$ cat config.mk
export PLATFORM = sky130hd
export DESIGN_NAME = put_tag_pool
export DESIGN_NICKNAME = d
export VERILOG_FILES = /design/src/hw/put_tag_pool.sv
export VERILOG_INCLUDE_DIRS = /design/src /design/src/include
export SDC_FILE = /design/constraint.sdc
export NUM_CORES = 1
export LEC_CHECK = 0
export BUFFER_PORTS_ARGS = -buffer_cell sky130_fd_sc_hd__buf_2
export CAP_MARGIN = 20
export CORE_AREA = 2 2 39 41
export DETAILED_ROUTE_END_ITERATION = 16
export DIE_AREA = 0 0 41 43
export GPL_ROUTABILITY_DRIVEN = 0
export GPL_TIMING_DRIVEN = 0
export PLACE_DENSITY = 0.65
export SLEW_MARGIN = 0
export SYNTH_ARGS = -nofsm -noshare
export SYNTH_HDL_FRONTEND = slang
export SYNTH_SLANG_ARGS = --single-unit
$ cat constraint.sdc
create_clock -name clk -period 1.3 [get_ports clk]
set_input_delay 0.26 -clock clk [delete_from_list [all_inputs] [get_ports clk]]
set_output_delay 0.26 -clock clk [all_outputs]
set_load 0.01 [all_outputs]
$ cat src/include/put_macros.svh
// put engine widths and depths
// shared by the package, the RTL and the testbench
`ifndef PUT_MACROS_SVH
`define PUT_MACROS_SVH

`define PUT_DATA_W    128
`define PUT_EA_W      64
`define PUT_CTXT_W    9
`define PUT_AUX_W     1
`define PUT_UID_W     1
`define PUT_UID       0
`define PUT_TAG_W     3
`define PUT_NUM_TAGS  8
`define PUT_BEAT_W    3
`define PUT_MAX_BEATS 8
`define PUT_TSIZE_W   8
`define PUT_RC_W      1
`define PUT_BCNT_W    25

`endif
$ cat src/hw/put_tag_pool.sv
// put tag pool
// free bitmap offering the lowest free local tag
`default_nettype none

`include "put_macros.svh"

module put_tag_pool (
   input  wire logic                  clk,
   input  wire logic                  i_rst_n,
   input  wire logic                  i_alloc,
   output logic                       o_tag_v,
   output logic [`PUT_TAG_W-1:0]      o_tag,
   input  wire logic                  i_free_v,
   input  wire logic [`PUT_TAG_W-1:0] i_free_tag
);

   logic [`PUT_NUM_TAGS-1:0] free_q;
   logic [`PUT_TAG_W-1:0]    pick;

   // priority pick, walking down so the lowest free tag wins
   always_comb begin
      pick = '0;
      for (int i = `PUT_NUM_TAGS - 1; i >= 0; i--) begin
         if (free_q[i]) begin
            pick = `PUT_TAG_W'(i);
         end
      end
   end

   assign o_tag_v = |free_q;
   assign o_tag   = pick;

   always_ff @(posedge clk) begin
      if (!i_rst_n) begin
         free_q <= '1;
      end else begin
         if (i_alloc) begin
            free_q[pick] <= 1'b0;
         end
         // a freed tag is never the one being allocated
         if (i_free_v) begin
            free_q[i_free_tag] <= 1'b1;
         end
      end
   end

endmodule

`default_nettype wire

Word-level counts from Yosys, hierarchy flattened
Cells that the tools add are included.

$lt $le $gt $ge: 4. Mux-type cells: 15. Bitwise gates (word level): 3. Reductions and logical operators: 3.

Operators by type and width (number): 3-bit two-way mux (8); 8-bit two-way mux (3); 8-bit bitwise AND (1); 3-bit by 4-bit less-than comparator with 1-bit output (second input constant) (2); 8-bit inverter (1); 8-bit OR (1); 8-bit OR reduction (1); 1-bit demux with 3-bit select (2); 3-bit by 1-bit greater-or-equal comparator with 1-bit output (second input constant) (2); 1-bit logical AND (2); 1-bit two-way mux (2).

Register bits after elaboration: 8. Bits of input ports: 7. Output and inout port bits: 4. Logic and storage cells: 26.

Logic depth before layout (Yosys ltp)
Depth after elaboration: 18. Gate-level depth with buffers: 4. Mapped depth without buffers: 4.

Least setup slack after synthesis
No wires, ideal clock.

Kind: reg-to-reg. From: register free_q[1]. To: register free_q[6]. Library setup time: 114 ps. Arrival time: 1010 ps. Data required time: 1186 ps. Setup slack: 176 ps. Cell stages (with the launch flop): 5. Path buffers: 0. Clock period less this slack: 1124 ps. Path through: dfxtp_1 -> nor3b_4 -> o2111ai_1 -> nand3b_1 -> a21o_1.

Word-level cells in the longest chain between the ends: 12. Elaborated cells between the ends (all ways): 13. Those cells by class: order compare (2); mux (7); bitwise (3); reduce/logical (1).

RTL lines: start, declared (line put_tag_pool.sv:17) `` logic [`PUT_NUM_TAGS-1:0] free_q; ``; start signal, assigned (line put_tag_pool.sv:35) `free_q <= '1;`; start signal, assigned by index (line put_tag_pool.sv:38) `free_q[pick] <= 1'b0;`; start signal, assigned by index (line put_tag_pool.sv:42) `free_q[i_free_tag] <= 1'b1;`; 3-bit two-way mux * (2 in a row) (line put_tag_pool.sv:24) `if (free_q[i]) begin`; 3-bit by 4-bit less-than comparator with 1-bit output (implied by the code) or 3-bit by 1-bit greater-or-equal comparator with 1-bit output (tied branches) (line put_tag_pool.sv:38); 1-bit logical AND (implied by the code) (line put_tag_pool.sv:38); 1-bit two-way mux (implied by the code) (line put_tag_pool.sv:38); 1-bit demux with 3-bit select * (line put_tag_pool.sv:38); 8-bit inverter (no source line) *; 8-bit bitwise AND (no source line) *; 8-bit two-way mux * (line put_tag_pool.sv:37) `if (i_alloc) begin`; 8-bit two-way mux * (line put_tag_pool.sv:34) `if (!i_rst_n) begin`; 8-bit OR (no source line); 8-bit two-way mux * (line put_tag_pool.sv:41) `if (i_free_v) begin`.

Mark *: on every way between the ends. The rest lies on a longest branch, timed or not. The select of a mux whose other input is x is not followed. A chain may end at the register's enable or synchronous reset.

Worst setup path after layout
From: register free_q[4]. To: output o_tag_v.

Word-level cells in the longest chain between the ends: 1.

RTL lines: 8-bit OR reduction (line put_tag_pool.sv:30) `assign o_tag_v = |free_q;`; end, declared (line put_tag_pool.sv:11) `output logic o_tag_v,`.

Every way passes these cells.

==> impl_metrics.toml <==
[setup_path]
worst-endpoint-arrival_ps = 1130
critical_path.reg2reg.startpoint = "free_q[5]"
setup.worst_path.start_class = "register"
worst_setup_path_startpoint = "free_q[4]"
critical_path_required_ps = 1040
critPathKind = "register to primary output"
setup.worst_path.end_class = "primary output"
critical_path_peak_fanout = 4

[die]
fp-row-count = 14
die_h_um = 43
design.core.area_um2 = 1380
initial_core_util_pct = 32.7
dieArea_um2 = 1760
top_level_ports = 11
die_x_um = 41

[clocking]
cts-root-buf = "clkbuf_4"
tritoncts_clock_tree = "done"
tritoncts_num_sinks = 8
cts_max_level = 1
cts.clk_slew.worst_paths_ps = 50
numCtsBuffers = 3
cts_buffer_depth = 2
worst_skew_pair.late_latency_ps = 250
cts_hold_buffers = 0

[finish]
largest_registers = "free_q x8"
largest_register = "free_q"
drive_gt1_share_pct = 44.0
final_core_util_pct = 44.9
final_net_count = 84
largest_register_ffs = 8
synthToLayoutAreaGrowth_pct = 37.3
ant_diodes = 0

[synth]
synth.cell_area_um2 = 453
netlist_top_cells_area = "dfxtp_1, o221ai_1, nand2_1"
syn_area_per_cell_um2 = 8.09
postSynthRegisterBits = 8
synth.yosys.seq_area_share_pct = 35.4
yosysUniqueCellTypes = 22
yosys_warnings = 0
syn-instance-count = 56
synthDominantAreaCellType = "dfxtp_1"
syn-num-nets = 63
top_cell_type_s_share_of_synthesized_area_pct = 35.4

[drt]
routedWlPerCell_um = 11.4
wirelength_mm = 1.03
first_pass_iters = 4
detail_route.vias_per_cell = 5.07
drt.antenna.violating_nets = 0
drcViolationCount = 0
via_count = 461
dr.first_iter.drc_count = 13

[outcome]
result_of_the_run = "finished with violations"
failed_checks = "negative setup slack"

[timing]
finalHoldViolations = 0
timing.final.setup_violations = 6
fin_skew_ps = 3.55
max_freq_mhz = 719
worst-slew-pin-transition_ps = 215
relSlewSlack_pct = 85.5
final_min_period_over_clock_period_pct = 107
slew_viol_final = 0
rsz0062_at_grt = "yes"
final_period_minus_worst_setup_slack_ps = 1390
setup_slack_ps = -90.1
timing.hold.ws_ps = 244

[global_routing]
grt_start_max_net_pins = 9
gr-total-overflow = 0
wire_length_of_the_first_global_routing_pass_mm = 1.67
grt_util_all_layers_pct = 14.1
first_global_vias = 420
antenna_found_initial = 0

[flow_run]
drv.max_cap_violation_count = 0

[hold_path]
hold_path_startpoint = "i_rst_n"
min-delay-path-class = "input pin to register"

[power_and_ir_drop]
power.leakage_uw = 0.000292
share_clk_of_total_power_pct = 37.5
power_per_cell_area_nw_per_um2 = 815
sequentialPowerShare_pct = 50.9
vdd_drop_max_mv = 0.508
p_sw_uw = 126
power_frac_comb_pct = 11.5
swShare_pct = 24.8
intPower_uw = 381

[place]
hpwl_um = 735
port_buffers = 10
dpl_worst_slack_ps = 67.2
## final cells by class
| class | instances | area (um^2) |
|---|---|---|
| fill | 149 | 762 |
| multi-input combinational | 42 | 290 |
| sequential | 8 | 171 |
| timing repair buffer | 16 | 95.1 |
| clock buffer | 3 | 22.5 |
| inverter | 6 | 22.5 |
| tap | 16 | 20.0 |
## repair_timing
action                                  CTS  global route
pin swaps                                 4             2
setup buffers                             5             1
endpoints found under the setup margin    4             8
resized for setup                        10             3
## cell usage after synthesis
master     count
nor2_1         4
a32oi_1        1
nor3b_4        1
nor3_1         1
nand2_1        8
nand3_1        1
inv_1          6
a21oi_1        3
dfxtp_1        8
nor4_1         1
o221ai_1       4
nand3b_1       1
o2111ai_1      1
nor2b_1        2
nor2_4         1
nand2b_1       3
o211ai_1       2
a21o_1         1
o21ai_0        3
a41o_1         1
o21ai_2        2
a21boi_0       1
## placed cells by master (no fill, tap or decap), types with 2 or more instances in the layout
cell	Yosys	routed
o21ai_2	2	2
buf_4	0	6
o21ai_0	3	3
nor2_2	0	2
nor2b_1	2	2
nand2_1	8	8
o221ai_1	4	4
a21oi_1	3	3
o211ai_1	2	2
nand2b_1	3	3
clkbuf_4	0	3
nor2_1	4	2
inv_1	6	6
buf_2	0	10
dfxtp_2	0	6
## stage by stage
step,instances,power (uW),area (um^2),TNS [ps]
after floorplan,56,291,453,0
after global placement,82,316,523,0
after detailed placement,82,317,523,0
after CTS,90,516,609,-318
after global routing,91,526,622,-776
final,91,507,622,-317
## worst max-delay path: stages (launching register included)
cell     delay [ps]
dfxtp_2         350
nor4_4          290
nand3_1         100
buf_2           140
## power by group through the flow
stage               Clock [uW]  Sequential, uW  Combinational (uW)
finish                     190             258                58.3
global route               202             259                65.4
CTS                        197             260                58.2
detailed placement           0             264                52.7
global placement             0             264                52.3
floorplan                    0             263                28.0
## cells by family after synthesis
group / after synthesis / synth area share [%]
compound gates: 19 / 30.9
buf+inv: 6 / 4.97
flops: 8 / 35.4
simple gates: 23 / 28.7
## metal layers
metal  GRT usage, %  up-vias  wire (um)
li1               -      245          -
met1           17.7      201        498
met2           20.0       13        471
met3           1.57        2         48
met4           12.0        0         14
met5              0        -          0
## final timing paths
kind                     to  slack, ps  cells past startpoint
setup / recovery    o_tag_v        -90                      3
hold / removal    free_q[2]        240                      2
setup reg to reg  free_q[6]        -60                      7
hold reg to reg   free_q[6]        530                      1
Power figures use the tool's default switching activity.
