--- config.mk ---
export PLATFORM = sky130hd
export DESIGN_NAME = put_req_issue
export DESIGN_NICKNAME = d
export VERILOG_FILES = /design/src/hw/put_pkg.sv /design/src/hw/put_req_issue.sv
export VERILOG_INCLUDE_DIRS = /design/src /design/src/include
export SDC_FILE = /design/constraint.sdc
export NUM_CORES = 1
export LEC_CHECK = 0
export BUFFER_PORTS_ARGS = -buffer_cell sky130_fd_sc_hd__clkbuf_2
export CAP_MARGIN = 10
export CORE_UTILIZATION = 40
export DETAILED_ROUTE_END_ITERATION = 12
export PLACE_DENSITY_LB_ADDON = 0.25
export SYNTH_ARGS = -nofsm -noshare
export SYNTH_HDL_FRONTEND = slang
export SYNTH_SLANG_ARGS = --single-unit
--- constraint.sdc ---
create_clock -name clk -period 2.2 [get_ports clk]
set_input_delay 0.55 -clock clk [delete_from_list [all_inputs] [get_ports clk]]
set_output_delay 0.55 -clock clk [all_outputs]
set_load 0.005 [all_outputs]
--- src/include/put_macros.svh ---
// put engine widths and depths
// shared by the package, the RTL and the testbench
`ifndef PUT_MACROS_SVH
`define PUT_MACROS_SVH

`define PUT_DATA_W    128
`define PUT_EA_W      64
`define PUT_CTXT_W    9
`define PUT_AUX_W     1
`define PUT_UID_W     1
`define PUT_UID       0
`define PUT_TAG_W     3
`define PUT_NUM_TAGS  8
`define PUT_BEAT_W    3
`define PUT_MAX_BEATS 8
`define PUT_TSIZE_W   8
`define PUT_RC_W      1
`define PUT_BCNT_W    25

`endif
--- src/hw/put_pkg.sv ---
// put engine shared types
// address, command, bus request/response and done words
`default_nettype none

`include "put_macros.svh"

package put_pkg;

   typedef struct packed {
      logic [`PUT_AUX_W-1:0]  aux;
      logic [`PUT_CTXT_W-1:0] ctxt;
      logic [`PUT_EA_W-1:0]   ea;
   } put_addr_t;

   // handed from the data stage to issue and to the tracker
   typedef struct packed {
      logic [`PUT_TAG_W-1:0]   tag;
      logic [`PUT_TSIZE_W-1:0] tsize;
      put_addr_t               addr;
   } put_cmd_t;

   typedef struct packed {
      logic [`PUT_UID_W-1:0]   uid;
      logic [`PUT_TAG_W-1:0]   tag;
      logic [`PUT_TSIZE_W-1:0] tsize;
      logic [`PUT_CTXT_W-1:0]  ctxt;
      logic [`PUT_AUX_W-1:0]   aux;
      logic [`PUT_EA_W-1:0]    ea;
   } put_req_t;

   typedef struct packed {
      logic [`PUT_RC_W-1:0]  rc;
      logic [`PUT_UID_W-1:0] uid;
      logic [`PUT_TAG_W-1:0] tag;
   } put_rsp_t;

   // bus read address into the data buffer
   typedef struct packed {
      logic [`PUT_UID_W-1:0]  uid;
      logic [`PUT_TAG_W-1:0]  tag;
      logic [`PUT_BEAT_W-1:0] beat;
   } put_wdata_req_t;

   typedef struct packed {
      logic [`PUT_RC_W-1:0]   rc;
      logic [`PUT_BCNT_W-1:0] bcnt;
   } put_done_t;

endpackage

`default_nettype wire

--- src/hw/put_req_issue.sv ---
// put request issue
// one-entry latch holding the bus write request
`default_nettype none

`include "put_macros.svh"

module put_req_issue (
   input  wire logic              clk,
   input  wire logic              i_rst_n,
   input  wire logic              i_cmd_v,
   input  wire put_pkg::put_cmd_t i_cmd,
   output logic                   o_cmd_r,
   output logic                   o_req_v,
   output put_pkg::put_req_t      o_req_d,
   input  wire logic              i_req_r
);

   logic full_q;
   logic load;

   // accept when empty or when the held request leaves this cycle
   assign o_cmd_r = ~full_q | i_req_r;
   assign load    = i_cmd_v & o_cmd_r;
   assign o_req_v = full_q;

   always_ff @(posedge clk) begin
      if (!i_rst_n) begin
         full_q <= 1'b0;
      end else if (load) begin
         full_q <= 1'b1;
      end else if (i_req_r) begin
         full_q <= 1'b0;
      end
   end

   always_ff @(posedge clk) begin
      if (load) begin
         o_req_d.uid   <= `PUT_UID_W'(`PUT_UID);
         o_req_d.tag   <= i_cmd.tag;
         o_req_d.tsize <= i_cmd.tsize;
         o_req_d.ctxt  <= i_cmd.addr.ctxt;
         o_req_d.aux   <= i_cmd.addr.aux;
         o_req_d.ea    <= i_cmd.addr.ea;
      end
   end

endmodule

`default_nettype wire

# Word level (Yosys, flattened, before mapping)
# Cells that the tools add are included.
# word_totals
ff_bits	86
latchBits	0
mem_bits_rw	0
romBits	0
input_bits	89
out_inout_bits	88
wordCells	12
n_memories	0
# op_classes
n_addsub	0
n_mul	0
div_mod_pow	0
order_cmp	0
eq_ne	0
shift	0
mux	2
bitwise	3
n_reduce_logical	1
# op_table
cell	count
two-way mux 1 bit	2
nonzero test 2 bit	1
bitwise AND 1 bit	1
inverter 1 bit	1
OR 1 bit	1

# Logic depth before layout (Yosys ltp)
# logic_depth
depth_word	4
mapped_depth	2
mapped_depth_nobuf	2

# Worst setup path after synthesis
# No wires, ideal clock.
# synth_path
kind	input-to-reg
start	input port i_req_r
end	register o_req_d[0] in the netlist's numbering, enable pin
setup_ps	384
arrival_ps	1355
path_slack_ps	461
cell_stages	2
n_path_buf	0
path_cell_list	nand2b_4 -> and2_4
# synth_between
elab_chain_len	2
# synth_rtl
item	line_no	source
start, declared	put_req_issue.sv:15	input wire logic i_req_r
OR 1 bit	put_req_issue.sv:22	assign o_cmd_r = ~full_q | i_req_r;
bitwise AND 1 bit	put_req_issue.sv:23	assign load = i_cmd_v & o_cmd_r;
named net load	put_req_issue.sv:19	logic load;
end, declared	put_req_issue.sv:14	output put_pkg::put_req_t o_req_d,
# The timed path passes the listed nets, and every way through them passes these cells.
# A chain may end at the register's enable or synchronous reset.

# Worst setup path in the final report
# layout_path
start	register full_q (netlist: o_req_v)
end	output port o_cmd_r
# layout_between
elab_chain_len	2
# layout_rtl
item	line_no	source
start, declared	put_req_issue.sv:18	logic full_q;
start signal, assigned	put_req_issue.sv:28	full_q <= 1'b0;
start signal, assigned	put_req_issue.sv:30	full_q <= 1'b1;
start signal, assigned	put_req_issue.sv:32	full_q <= 1'b0;
inverter 1 bit	put_req_issue.sv:22	
OR 1 bit	put_req_issue.sv:22	
end, declared	put_req_issue.sv:12	output logic o_cmd_r,
# Every way passes these cells.

==> results_dict.tcl <==
set metrics [dict create \
    buffer_ports.inserted 175 \
    placement_rows 29 \
    worst_path_dominant_cell_family "flip-flops" \
    worstPathBufferInverterCount 1 \
    syn-instance-count 92 \
    timing.clock.skew_ns 0.00931 \
    fill_cells 513 \
    rsz0062_at_grt "no" \
    synth.largest_area_cell "edfxtp_1" \
    placeableCoreArea_mm2 0.00635 \
    synth.net_count 181 \
    timing.critical_path.cells "nand2b_4 > clkbuf_2" \
    crit_path_max_incr_delay_ns 0.38 \
    grt_use_met2 0.241 \
    crit_path_top_delay_cell "dfxtp_1" \
    first_pass_iters 4 \
    globalRoute.busiestLayer "met2" \
    finalHoldWorstSlack_ns 0.378 \
    drt.antenna.violating_nets 0 \
    grt.overflow.total 0 \
    report.final.slew_viol_count 0 \
    area.sequential_mm2 0.00257 \
    ios 177 \
    mostFrequentLayoutCell "clkbuf_2" \
    finalHoldViolCount 0 \
    netlist_area_mm2 0.00262 \
    drc 0 \
    multiInputGateArea_um2 37.5 \
    number_of_maximum_capacitance_violations 0 \
    yosysUniqueCellTypes 8 \
    met1_usage 0.184 \
    routedWlPerCell_um 14.6 \
    clk_pin_slew_worst_paths_ns 0.09 \
    crit_path_start_kind "register" \
    period_share 0.658 \
    grt.met3_usage 0.0636 \
    setup_tns_ns 0 \
    tritoncts "built" \
    cts-root-to-sink-buffers 2 \
    report.final.setup_viol 0 \
    number_of_synthesized_register_bits 86 \
    chipHeight_um 83.0 \
    achievable-frequency_mhz 691 \
    vdd_drop_max_v 0.000449 \
    nNetsFinal 368 \
    power.density_mw_per_mm2 822 \
    number_of_global_route_vias_before_repair 1536 \
    layout_common_cells "clkbuf_2, edfxtp_1, clkbuf_8, clkinvlp_4, buf_12" \
    cts_made_buffers 9 \
    yosys_warns 0 \
    dr_total_vias 1586 \
    dpl.hpwl_um 4010 \
    finalCriticalPeriod_ns 1.45 \
    status "completed" \
    synth-seq-area-share 0.981 \
    insertedDiodeCount 0 \
    crit_path_max_fanout 3 \
    grt_pass1_wl_um 7840 \
    clockRootBuffer "clkbuf_8" \
    place.gp.congestion 0.743 \
    drtIter0Drc 93 \
    start_util 0.413 \
    cts_htree_levels 3 \
    grt_start_max_net_pins 37 \
    drt-total-wl_um 5270 \
    min_path_type "in -> reg" \
    design.die.area_mm2 0.00688 \
    path_class "reg -> out" \
    mean_instance_size_in_the_synthesized_netlist_um2 28.5 \
    vias_per_cell 4.39 \
    portion_of_synthesized_cell_area_occupied_by_the_leading_cell_type 0.974 \
    postCtsResizedCells 0 \
    cts-hold-fix-buffers 0 \
    clk_latency_ns 0.34 \
    die_width_um 83.0 \
    synth_top_cells_by_area "edfxtp_1, dfxtp_1, nand2b_4, a21boi_2, and2_4" \
    endpoint_kind_of_the_worst_setup_timing_path "output port" \
    layout-area-overhead-vs-synth_pct 44.9 \
    leakagePower_nw 1.68 \
    antenna_found_initial 0 \
    required_ns 1.65 \
    drive_above_1_share 0.687 \
    cts_num_sinks 86 \
    postCtsSetupBuffers 0 \
    all_layer_gr_usage 0.155 \
    cp.arrival_ns 0.90 \
]
[cell type report]
| type | count | share of cell area |
|---|---|---|
| clock buffer | 9 | 0.0326 |
| clock inverter | 7 | 0.0128 |
| inverter | 1 | 0.000988 |
| multi-input combinational | 4 | 0.00988 |
| sequential | 86 | 0.677 |
| tap | 77 | 0.0254 |
| timing repair buffer | 177 | 0.241 |
[Yosys cell counts]
master / number
and2_4: 1
edfxtp_1: 85
buf_4: 1
dfxtp_1: 1
inv_1: 1
nand2b_4: 1
conb_1: 1
a21boi_2: 1
[report_power, final]
part	internal (W)	total, W	switching (W)
Clock	0.000409	0.000951	0.000541
Combinational	0.000124	0.000233	0.000109
Sequential	0.00191	0.00194	0.0000248
Total	0.00245	0.00312	0.000675
[routing by layer]
layer | share of wire | vias up
li1 | - | 737
met1 | 0.39 | 727
met2 | 0.49 | 114
met3 | 0.11 | 8
met4 | 0.014 | 0
met5 | 0 | -
[flip-flops by register name, indices dropped and copies added, names as in the netlist]
signal and cells:
o_req_v 1, o_req_d 85
[metrics by stage]
step	power, W	util	std cells	area (um2)	worst slack, ns
after global placement	0.00220	0.571	345	3630	0.510
after global routing	0.00324	0.598	361	3800	0.709
after detailed placement	0.00221	0.571	345	3630	0.471
final	0.00312	0.598	361	3800	0.753
after floorplan	0.00202	-	92	2620	0.461
after CTS	0.00317	0.598	361	3800	0.722
[kinds of logic after synthesis]
kind of cell | Yosys count | synth area share
AOI/OAI and AO/OA | 1 | 0.00430
buffers and inverters | 2 | 0.00430
DFF | 86 | 0.981
other | 1 | 0.00143
and+or+nand+nor | 2 | 0.00859
[path summary, 6_finish.rpt]
| kind | end | slack, ns | cells after the start | start |
|---|---|---|---|---|
| min | o_req_d[13]$_DFFE_PP_ | 0.38 | 1 | i_cmd[13] |
| max reg2reg | o_req_d[23]$_DFFE_PP_ | 0.83 | 3 | o_req_v$_SDFFE_PN0P_ |
| min reg2reg | o_req_v$_SDFFE_PN0P_ | 0.52 | 2 | o_req_v$_SDFFE_PN0P_ |
| max | o_cmd_r | 0.75 | 2 | o_req_v$_SDFFE_PN0P_ |
(Power assumes the default switching activity.)
