**src/include/put_macros.svh**
```systemverilog
// put engine widths and depths
// shared by the package, the RTL and the testbench
`ifndef PUT_MACROS_SVH
`define PUT_MACROS_SVH

`define PUT_DATA_W    128
`define PUT_EA_W      64
`define PUT_CTXT_W    9
`define PUT_AUX_W     1
`define PUT_UID_W     1
`define PUT_UID       0
`define PUT_TAG_W     3
`define PUT_NUM_TAGS  8
`define PUT_BEAT_W    3
`define PUT_MAX_BEATS 8
`define PUT_TSIZE_W   8
`define PUT_RC_W      1
`define PUT_BCNT_W    25

`endif
```
**src/hw/put_pkg.sv**
```systemverilog
// put engine shared types
// address, command, bus request/response and done words
`default_nettype none

`include "put_macros.svh"

package put_pkg;

   typedef struct packed {
      logic [`PUT_AUX_W-1:0]  aux;
      logic [`PUT_CTXT_W-1:0] ctxt;
      logic [`PUT_EA_W-1:0]   ea;
   } put_addr_t;

   // handed from the data stage to issue and to the tracker
   typedef struct packed {
      logic [`PUT_TAG_W-1:0]   tag;
      logic [`PUT_TSIZE_W-1:0] tsize;
      put_addr_t               addr;
   } put_cmd_t;

   typedef struct packed {
      logic [`PUT_UID_W-1:0]   uid;
      logic [`PUT_TAG_W-1:0]   tag;
      logic [`PUT_TSIZE_W-1:0] tsize;
      logic [`PUT_CTXT_W-1:0]  ctxt;
      logic [`PUT_AUX_W-1:0]   aux;
      logic [`PUT_EA_W-1:0]    ea;
   } put_req_t;

   typedef struct packed {
      logic [`PUT_RC_W-1:0]  rc;
      logic [`PUT_UID_W-1:0] uid;
      logic [`PUT_TAG_W-1:0] tag;
   } put_rsp_t;

   // bus read address into the data buffer
   typedef struct packed {
      logic [`PUT_UID_W-1:0]  uid;
      logic [`PUT_TAG_W-1:0]  tag;
      logic [`PUT_BEAT_W-1:0] beat;
   } put_wdata_req_t;

   typedef struct packed {
      logic [`PUT_RC_W-1:0]   rc;
      logic [`PUT_BCNT_W-1:0] bcnt;
   } put_done_t;

endpackage

`default_nettype wire

```
**src/hw/put_data_stage.sv**
```systemverilog
// put data stage
// takes the address and data beats, fills the buffer and forms the command
`default_nettype none

`include "put_macros.svh"

module put_data_stage (
   input  wire logic                   clk,
   input  wire logic                   i_rst_n,
   input  wire logic                   i_addr_v,
   output logic                        o_addr_r,
   input  wire put_pkg::put_addr_t     i_addr,
   input  wire logic                   i_data_v,
   output logic                        o_data_r,
   input  wire logic [`PUT_DATA_W-1:0] i_data,
   input  wire logic                   i_data_e,
   input  wire logic [3:0]             i_data_c,
   input  wire logic                   i_tag_v,
   input  wire logic [`PUT_TAG_W-1:0]  i_tag,
   output logic                        o_alloc,
   output logic                        o_wr_v,
   output logic [`PUT_TAG_W-1:0]       o_wr_tag,
   output logic [`PUT_BEAT_W-1:0]      o_wr_beat,
   output logic [`PUT_DATA_W-1:0]      o_wr_data,
   output logic                        o_cmd_v,
   output put_pkg::put_cmd_t           o_cmd,
   input  wire logic                   i_cmd_r
);

   typedef enum logic {ST_IDLE, ST_DATA} state_t;

   state_t                  state_q;
   put_pkg::put_addr_t      addr_q;
   logic [`PUT_TAG_W-1:0]   tag_q;
   logic [`PUT_BEAT_W-1:0]  beat_q;
   logic                    addr_xfer;
   logic                    data_xfer;
   logic [4:0]              last_bytes;
   logic [`PUT_TSIZE_W-1:0] full_bytes;

   assign o_addr_r  = (state_q == ST_IDLE) & i_tag_v;
   assign addr_xfer = i_addr_v & o_addr_r;
   assign o_alloc   = addr_xfer;

   // the end beat waits for the request latch
   assign o_data_r  = (state_q == ST_DATA) & (~i_data_e | i_cmd_r);
   assign data_xfer = i_data_v & o_data_r;

   assign o_wr_v    = data_xfer;
   assign o_wr_tag  = tag_q;
   assign o_wr_beat = beat_q;
   assign o_wr_data = i_data;

   // count of zero on the end beat means a full 16 bytes
   assign last_bytes = (i_data_c == 4'd0) ? 5'd16 : {1'b0, i_data_c};
   assign full_bytes = {{(`PUT_TSIZE_W - `PUT_BEAT_W - 4){1'b0}}, beat_q, 4'b0000};

   assign o_cmd_v     = data_xfer & i_data_e;
   assign o_cmd.tag   = tag_q;
   assign o_cmd.tsize = full_bytes + {{(`PUT_TSIZE_W - 5){1'b0}}, last_bytes};
   assign o_cmd.addr  = addr_q;

   always_ff @(posedge clk) begin
      if (!i_rst_n) begin
         state_q <= ST_IDLE;
         beat_q  <= '0;
      end else begin
         case (state_q)
            ST_IDLE: begin
               if (addr_xfer) begin
                  state_q <= ST_DATA;
                  beat_q  <= '0;
               end
            end
            ST_DATA: begin
               if (data_xfer) begin
                  beat_q <= beat_q + 1'b1;
                  if (i_data_e) begin
                     state_q <= ST_IDLE;
                  end
               end
            end
            default: state_q <= ST_IDLE;
         endcase
      end
   end

   always_ff @(posedge clk) begin
      if (addr_xfer) begin
         addr_q <= i_addr;
         tag_q  <= i_tag;
      end
   end

endmodule

`default_nettype wire

```
**config.mk**
```make
export PLATFORM = sky130hd
export DESIGN_NAME = put_data_stage
export DESIGN_NICKNAME = d
export VERILOG_FILES = /design/src/hw/put_pkg.sv /design/src/hw/put_data_stage.sv
export VERILOG_INCLUDE_DIRS = /design/src /design/src/include
export SDC_FILE = /design/constraint.sdc
export NUM_CORES = 1
export LEC_CHECK = 0
export BUFFER_PORTS_ARGS = -buffer_cell sky130_fd_sc_hd__buf_2
export CORE_AREA = 2 2 170 172
export DETAILED_ROUTE_END_ITERATION = 8
export DIE_AREA = 0 0 172 174
export PLACE_DENSITY = 0.4
export SETUP_SLACK_MARGIN = 0.1
export SYNTH_ARGS = -nofsm -noshare
export SYNTH_HDL_FRONTEND = slang
export SYNTH_SLANG_ARGS = --single-unit
```
**constraint.sdc**
```tcl
create_clock -name clk -period 5.2 [get_ports clk]
set_clock_uncertainty 0.05 [all_clocks]
set_input_delay 1.04 -clock clk [delete_from_list [all_inputs] [get_ports clk]]
set_output_delay 1.04 -clock clk [all_outputs]
set_load 0.05 [all_outputs]
```
=== After elaboration in Yosys (flattened, before gate mapping) ===
Cells that the tools add are included.

* Output and inout port bits: 224
* Word-level logic and storage cells: 28
* Register bits after elaboration: 81
* Input port bits: 216

* Bitwise gates (word level): 8
* Add/sub/neg operators: 2
* Mux-type cells: 8
* Reductions and logical operators: 2
* Equality and inequality tests: 2

{| class="wikitable"
|+ Operators by type and width
! cell !! number
|-
| adder 7 x 5 -> 8 bit || 1
|-
| two-way mux 3 bit || 2
|-
| one-hot mux 3 bit (2 select lines) || 1
|-
| AND 1 bit || 5
|-
| two-way mux 5 bit || 1
|-
| logical NOT 4 bit || 1
|-
| adder 3 x 1 -> 3 bit, second input constant || 1
|-
| two-way mux 1 bit || 3
|-
| inequality test 2 x 1 -> 1 bit, second input constant || 1
|-
| inequality test 2 bit, second input constant || 1
|-
| inverter 1 bit || 2
|-
| one-hot mux 1 bit (2 select lines) || 1
|-
| AND reduction 2 bit || 1
|-
| bitwise OR 1 bit || 1
|}

=== Longest topological paths before layout ===
Gate-level depths: netlist of the first run.

* Depth after elaboration: 6
* Gate-level depth with buffers: 4
* Depth with buffers taken out: 4

=== Worst setup path after synthesis of the first run ===
Ideal clock, no wire load.

* Path kind: input -> output
* Start point: in i_tag_v
* End point: out o_alloc
* Slack: 636 ps
* Data required time: 4,110 ps
* Arrival time: 3,474 ps
* Path buffers: 0
* Cell stages on the path: 3
* Cell sequence: nor2b_2 nand2_1 inv_1

* Longest elaborated chain between the ends: 2

{| class="wikitable"
|+ RTL lines
! item !! line !! text
|-
| start: declaration || put_data_stage.sv:18 || <nowiki>input wire logic i_tag_v,</nowiki>
|-
| AND 1 bit || put_data_stage.sv:41 || <nowiki>assign o_addr_r = (state_q == ST_IDLE) & i_tag_v;</nowiki>
|-
| AND 1 bit || put_data_stage.sv:42 || <nowiki>assign addr_xfer = i_addr_v & o_addr_r;</nowiki>
|-
| end: declaration || put_data_stage.sv:20 || <nowiki>output logic o_alloc,</nowiki>
|}

No other way between the ends.

==> flow_metrics.py, run 1 <==
metrics = {
    "routing": {
        "via_per_inst": 2.87,
        "wl_um": 15700,
        "drt_pass1_iterations": 4,
        "drtIter0Drc": 174,
        "vias": 1989,
        "ant_nets": 0,
        "wire_per_inst_um": 22.6,
        "drc": 0,
    },
    "finish": {
        "multiInputGateArea_um2": 208,
        "seqCellArea_um2": 2390,
        "fin_area_um2": 4300,
        "drive_gt1_share_pct": 66.0,
        "nFillCells": 3182,
        "areaGrowthSynthToFinish_pct": 19.3,
        "final_nets": 523,
    },
    "global_route": {
        "grtUsageTotal_pct": 9.62,
        "grt_pass1_wl_um": 19100,
        "grt_max_degree": 78,
        "overflow": 0,
        "grt_pass1_vias": 1964,
        "grt_antenna_before_repair": 1,
    },
    "timing": {
        "setup_violations": 0,
        "fmax_ghz": 0.299,
        "slew_headroom_pct": 35.0,
        "tightest_slew_ps": 974,
        "hold_viol_final": 0,
        "report.final.slew_viol_count": 0,
        "finalSetupTns_ps": 0,
        "fin_crit_ps": 3340,
        "min_period_over_period_pct": 64.2,
        "rsz0062_at_grt": "false",
    },
    "setup_path": {
        "critPathLaunchType": "input port",
        "r2r-start": "state_q",
        "worstPathRequired_ps": 4110,
        "arrival_ps": 2250,
        "crit_fanout": 2,
        "path_class": "input port to output pin",
        "r2r_cells": 4,
        "worstReg2RegEnd": "o_cmd[58]",
        "end_kind": "output pin",
        "ff2ff_setup_slack_ps": 3210,
    },
    "worst_hold_path": {
        "min_path_type": "flip-flop to flip-flop",
        "hold-path-endpoint": "o_wr_beat[1]",
        "holdCritStartpoint": "o_wr_beat[1]",
        "min_path_cells": 2,
    },
    "logic_synthesis": {
        "synth_top_family_by_area": "buffers and inverters",
        "synth.most_common_cell": "buf_4",
        "synth_cell_types": 22,
        "synth.area.top_cells": "edfxtp_1 (64%), buf_4 (27%), dfxtp_1 (2.2%)",
        "synth-xor-area-share_pct": 0.243,
        "synth_mux_area_share_pct": 0.278,
        "ys_seq_elements": 81,
        "yosysWarnings": 0,
        "synth_commonest_cells": "buf_4 (131), edfxtp_1 (77), nand2_1 (5), clkbuf_1 (4), dfxtp_1 (4)",
        "synth_async_sr_flop_share_pct": 0,
        "synth_top_area_share_pct": 64.2,
        "synthesis.instances": 244,
        "synth-simple-area-share_pct": 2.81,
        "yosysSeqAreaShare_pct": 66.4,
        "syn_area_per_cell_um2": 14.8,
        "ys_dominant_reg_cell": "edfxtp_1",
        "syn_nets": 463,
        "synth_edf_count": 77,
        "synth_adder_area_share_pct": 1.04,
        "synth_top_area_cell": "edfxtp_1",
        "synth_compound_area_share_pct": 1.39,
        "netlist_area_um2": 3600,
    },
    "floorplanning": {
        "pin_count": 440,
        "design.die.area_um2": 29900,
        "die_x_um": 172,
        "rows": 62,
        "start_util_pct": 12.8,
        "die_h_um": 174,
        "coreArea_um2": 28200,
    },
    "pwr": {
        "p_sw_share_pct": 27.4,
        "pwr-share-clk_pct": 38.7,
        "ir_drop_v": 0.000126,
        "p_int_uw": 1130,
        "p_leak_uw": 0.00175,
        "power.density_nw_per_um2": 362,
        "netSwitchingPower_uw": 426,
        "seq_power_share_pct": 48.7,
        "p_comb_share_pct": 12.6,
    },
    "cts": {
        "cts_tree": "built",
        "root_buffer": "clkbuf_16",
        "cts-buffers-inserted": 9,
        "post_cts_resize_count": 0,
        "hold_buffers": 0,
        "cts.sinks": 81,
        "clockBufferDepth": 2,
        "clk_latency_ps": 330,
        "post_cts_buffers": 0,
        "path_clk_slew_ps": 60,
        "ctsHtreeMaxLevel": 3,
    },
    "place": {
        "gp_congestion": 0.882,
        "place_area_um2": 4010,
        "io_buffer_count": 183,
    },
    "job": {
        "cap_violations": 0,
    },
    "outcome": {
        "outcome": "finished, final reports clean",
    },
}
-- how the worst max path moves through the flow --
stage                 from         to  slack (ps)  cells past startpoint
5_1_grt        i_data_c[0]  o_cmd[80]        1740                      6
6_report       i_data_c[0]  o_cmd[80]        1860                      6
3_3_place_gp   i_data_c[0]  o_cmd[80]        1930                      6
4_1_cts        i_data_c[0]  o_cmd[80]        1870                      6
2_1_floorplan      i_tag_v    o_alloc         640                      3
3_5_place_dp   i_data_c[0]  o_cmd[80]        1870                      6
-- routing by layer --
metal,up-vias,share of wire [%],GRT usage (%)
li1,824,-,-
met1,847,19,4.60
met2,285,52,18.3
met3,31,26,10.8
met4,2,2.9,3.89
met5,-,0.33,1.34
-- through the flow --
stage	std cells	hold slack (ps)	util (%)	power (uW)	setup WS, ps
2_1_floorplan	244	461	-	1170	636
3_3_place_gp	677	462	14.2	969	1930
3_5_place_dp	677	470	14.2	970	1870
4_1_cts	693	483	15.2	1580	1870
5_1_grt	694	528	15.2	1620	1740
6_report	694	477	15.2	1560	1860
-- final cells by class --
cell class	instances	area share, %
Antenna cell	1	0.0582
Clock buffer	9	5.24
Clock inverter	7	1.43
Inverter	1	0.0874
Multi-Input combinational cell	27	4.83
Sequential cell	81	55.7
Tap cell	384	11.2
Timing Repair Buffer	184	21.5
-- power groups by stage --
stage | clock network [uW] | registers, uW | logic, uW
after floorplan | 0 | 865 | 303
after global placement | 0 | 771 | 198
after detailed placement | 0 | 772 | 198
after CTS | 623 | 757 | 198
after global routing | 654 | 760 | 206
final | 602 | 757 | 196
-- sequential cells by signal, indices dropped and copies added (netlist names) --
signal     count
o_wr_tag       3
o_wr_beat      3
state_q        1
o_cmd         74
-- critical path, cell delays in order --
cell	delay, ps
buf_2	100
nor4_1	310
ha_1	230
ha_1	160
xor2_1	130
buf_2	270
-- cells in the final DEF, fill, tap and decap left out, types with 2 or more instances in the layout --
master	n
and2_1	2
and3_1	2
and4b_1	2
buf_2	183
clkbuf_16	9
dfxtp_1	4
edfxtp_1	77
ha_1	3
inv_6	2
inv_8	2
nand2_1	5
nand3_1	2
-- cells by family after synthesis --
family / after synthesis
muxes: 1
AOI/OAI and AO/OA: 5
and+or+nand+nor: 17
xor gates and xnor gates: 1
DFF: 81
buffers and inverters: 136
adders and majority gates: 3
Power figures use the tool's default switching activity.
==> run 2, diff against run 1 <==
==> constraint.sdc (replaced) <==
create_clock -name clk -period 3.3 [get_ports clk]
set_clock_uncertainty 0.05 [all_clocks]
set_input_delay 0.66 -clock clk [delete_from_list [all_inputs] [get_ports clk]]
set_output_delay 0.66 -clock clk [all_outputs]
set_load 0.05 [all_outputs]
==> run 2 against run 1 <==
Effect of this change: register-to-register slack got worse by 1600 ps; combinational power rose by 58%; sequential share of layout area fell by 0.89 points; die area did not move; clock-buffer cell count did not move; critical path type unchanged; highest routed layer unchanged.
==> flow_metrics.py, run 2 (same netlist as run 1, synthesis figures left out) <==
metrics = {
    "outcome": {
        "outcome": "finished, final reports clean",
    },
    "pwr": {
        "netSwitchingPower_uw": 632,
        "p_int_uw": 2000,
        "p_comb_share_pct": 11.8,
        "power_uw": 2630,
        "power.density_nw_per_um2": 602,
        "seq_power_share_pct": 45.4,
        "p_leak_uw": 0.00177,
        "ir_drop_v": 0.000253,
        "pwr-share-clk_pct": 42.8,
        "p_sw_share_pct": 24.1,
    },
    "routing": {
        "drt_pass1_iterations": 4,
        "wl_um": 15300,
        "via_per_inst": 2.85,
        "vias": 1973,
        "drtIter0Drc": 110,
        "drc": 0,
        "ant_nets": 0,
        "wire_per_inst_um": 22.1,
    },
    "setup_path": {
        "startpoint": "i_data_c[0]",
        "end_kind": "output pin",
        "worstPathCellList": "buf_2 -> nor4_1 -> ha_1 -> ha_1 -> xor2_1 -> buf_2",
        "path_class": "input port to output pin",
        "critPathLaunchType": "input port",
        "ff2ff_setup_slack_ps": 1650,
        "worstPathRequired_ps": 2590,
        "arrival_ps": 1810,
        "slowest_stage": "buf_2",
        "r2r-start": "state_q",
        "cpPeakStageDelay_ps": 280,
        "crit_fanout": 2,
    },
    "timing": {
        "hold_viol_final": 0,
        "fin_crit_ps": 2520,
        "min_period_over_period_pct": 76.5,
        "tightest_slew_ps": 415,
        "report.final.slew_viol_count": 0,
        "slew_headroom_pct": 72.3,
        "fmax_ghz": 0.396,
        "setup_violations": 0,
        "finalSetupTns_ps": 0,
        "rsz0062_at_grt": "false",
    },
    "cts": {
        "cts-buffers-inserted": 9,
        "path_clk_slew_ps": 60,
        "cts.sinks": 81,
        "cts_tree": "built",
        "clockBufferDepth": 2,
        "post_cts_resize_count": 0,
        "root_buffer": "clkbuf_16",
        "clk_latency_ps": 320,
        "ctsHtreeMaxLevel": 3,
        "hold_buffers": 0,
        "post_cts_buffers": 0,
    },
    "place": {
        "hpwl_um": 13600,
        "io_buffer_count": 183,
        "gp_congestion": 0.854,
    },
    "global_route": {
        "overflow": 0,
        "grt_pass1_vias": 2023,
        "grt_pass1_wl_um": 18700,
        "grt_max_degree": 78,
        "grtUsageTotal_pct": 9.39,
        "grt_antenna_before_repair": 1,
    },
    "finish": {
        "layout_commonest_cell": "buf_2",
        "drive_gt1_share_pct": 65.9,
        "final_nets": 523,
        "largest_reg_flops": 74,
        "most-common-layout-cells": "buf_2 (183), edfxtp_1 (77), clkbuf_16 (9), nand2_1 (5), dfxtp_1 (4)",
        "areaGrowthSynthToFinish_pct": 21.2,
        "nFillCells": 3169,
    },
    "floorplanning": {
        "rows": 62,
        "die_x_um": 172,
        "coreArea_um2": 28200,
        "die_h_um": 174,
        "start_util_pct": 12.8,
        "pin_count": 440,
        "design.die.area_um2": 29900,
    },
    "job": {
        "cap_violations": 0,
    },
    "worst_hold_path": {
        "min_path_type": "input port to flip-flop",
        "holdCritStartpoint": "i_addr[20]",
    },
}
run 2: cell count changes in the layout (fill, tap and decap cells not counted):
cell / delta
buf_12: +1
buf_4: -1
bufinv_16: +3
clkinv_2: -1
clkinv_4: -1
clkinvlp_4: +1
inv_2: -1
inv_8: -2
run 2: area by class of cell:
cell class / count / area, um2 / area share, %
Antenna cell: 1 / 2.50 / 0.0573
Clock buffer: 9 / 225 / 5.16
Clock inverter: 6 / 115 / 2.64
Inverter: 1 / 7.51 / 0.172
Multi-Input combinational cell: 27 / 208 / 4.76
Sequential cell: 81 / 2390 / 54.8
Tap cell: 384 / 480 / 11.0
Timing Repair Buffer: 184 / 936 / 21.4
run 2: worst max-delay path: cells and delay by family:
kind / cells / cell delay (ps)
adder cells (fa/ha/maj): 2 / 370
buffers and inverters: 2 / 380
XOR/XNOR: 1 / 140
AND/OR/NAND/NOR: 1 / 260
run 2: final timing paths:
check,depth (start not counted),to
worst max-delay path,6,o_cmd[80]
worst min-delay path,1,o_cmd[20]
worst max register to register,4,o_cmd[63]
worst min register to register,2,o_wr_beat[1]
run 2: stage by stage:
stage	util [%]	cell area [um2]	worst slack, ps	hold WS [ps]	cells
floorplan	-	3610	272	461	244
global placement	14.3	4020	772	461	677
detailed placement	14.3	4020	771	475	677
CTS	15.5	4360	766	444	692
global route	15.5	4370	652	440	693
finish	15.5	4370	776	457	693
run 2: power groups by stage:
stage                     combinational [uW]  clock, uW  sequential [uW]
after detailed placement                 314          0             1210
final                                    310       1130             1190
after CTS                                315       1160             1190
after global placement                   314          0             1210
after floorplan                          478          0             1360
after global routing                     327       1210             1200
run 2: routing by layer:
metal,wire length (um),up-vias,track usage (%)
met5,45,-,1.00
met4,451,2,4.17
met3,3920,24,10.0
met2,7820,286,17.5
met1,3080,834,4.98
li1,-,827,-
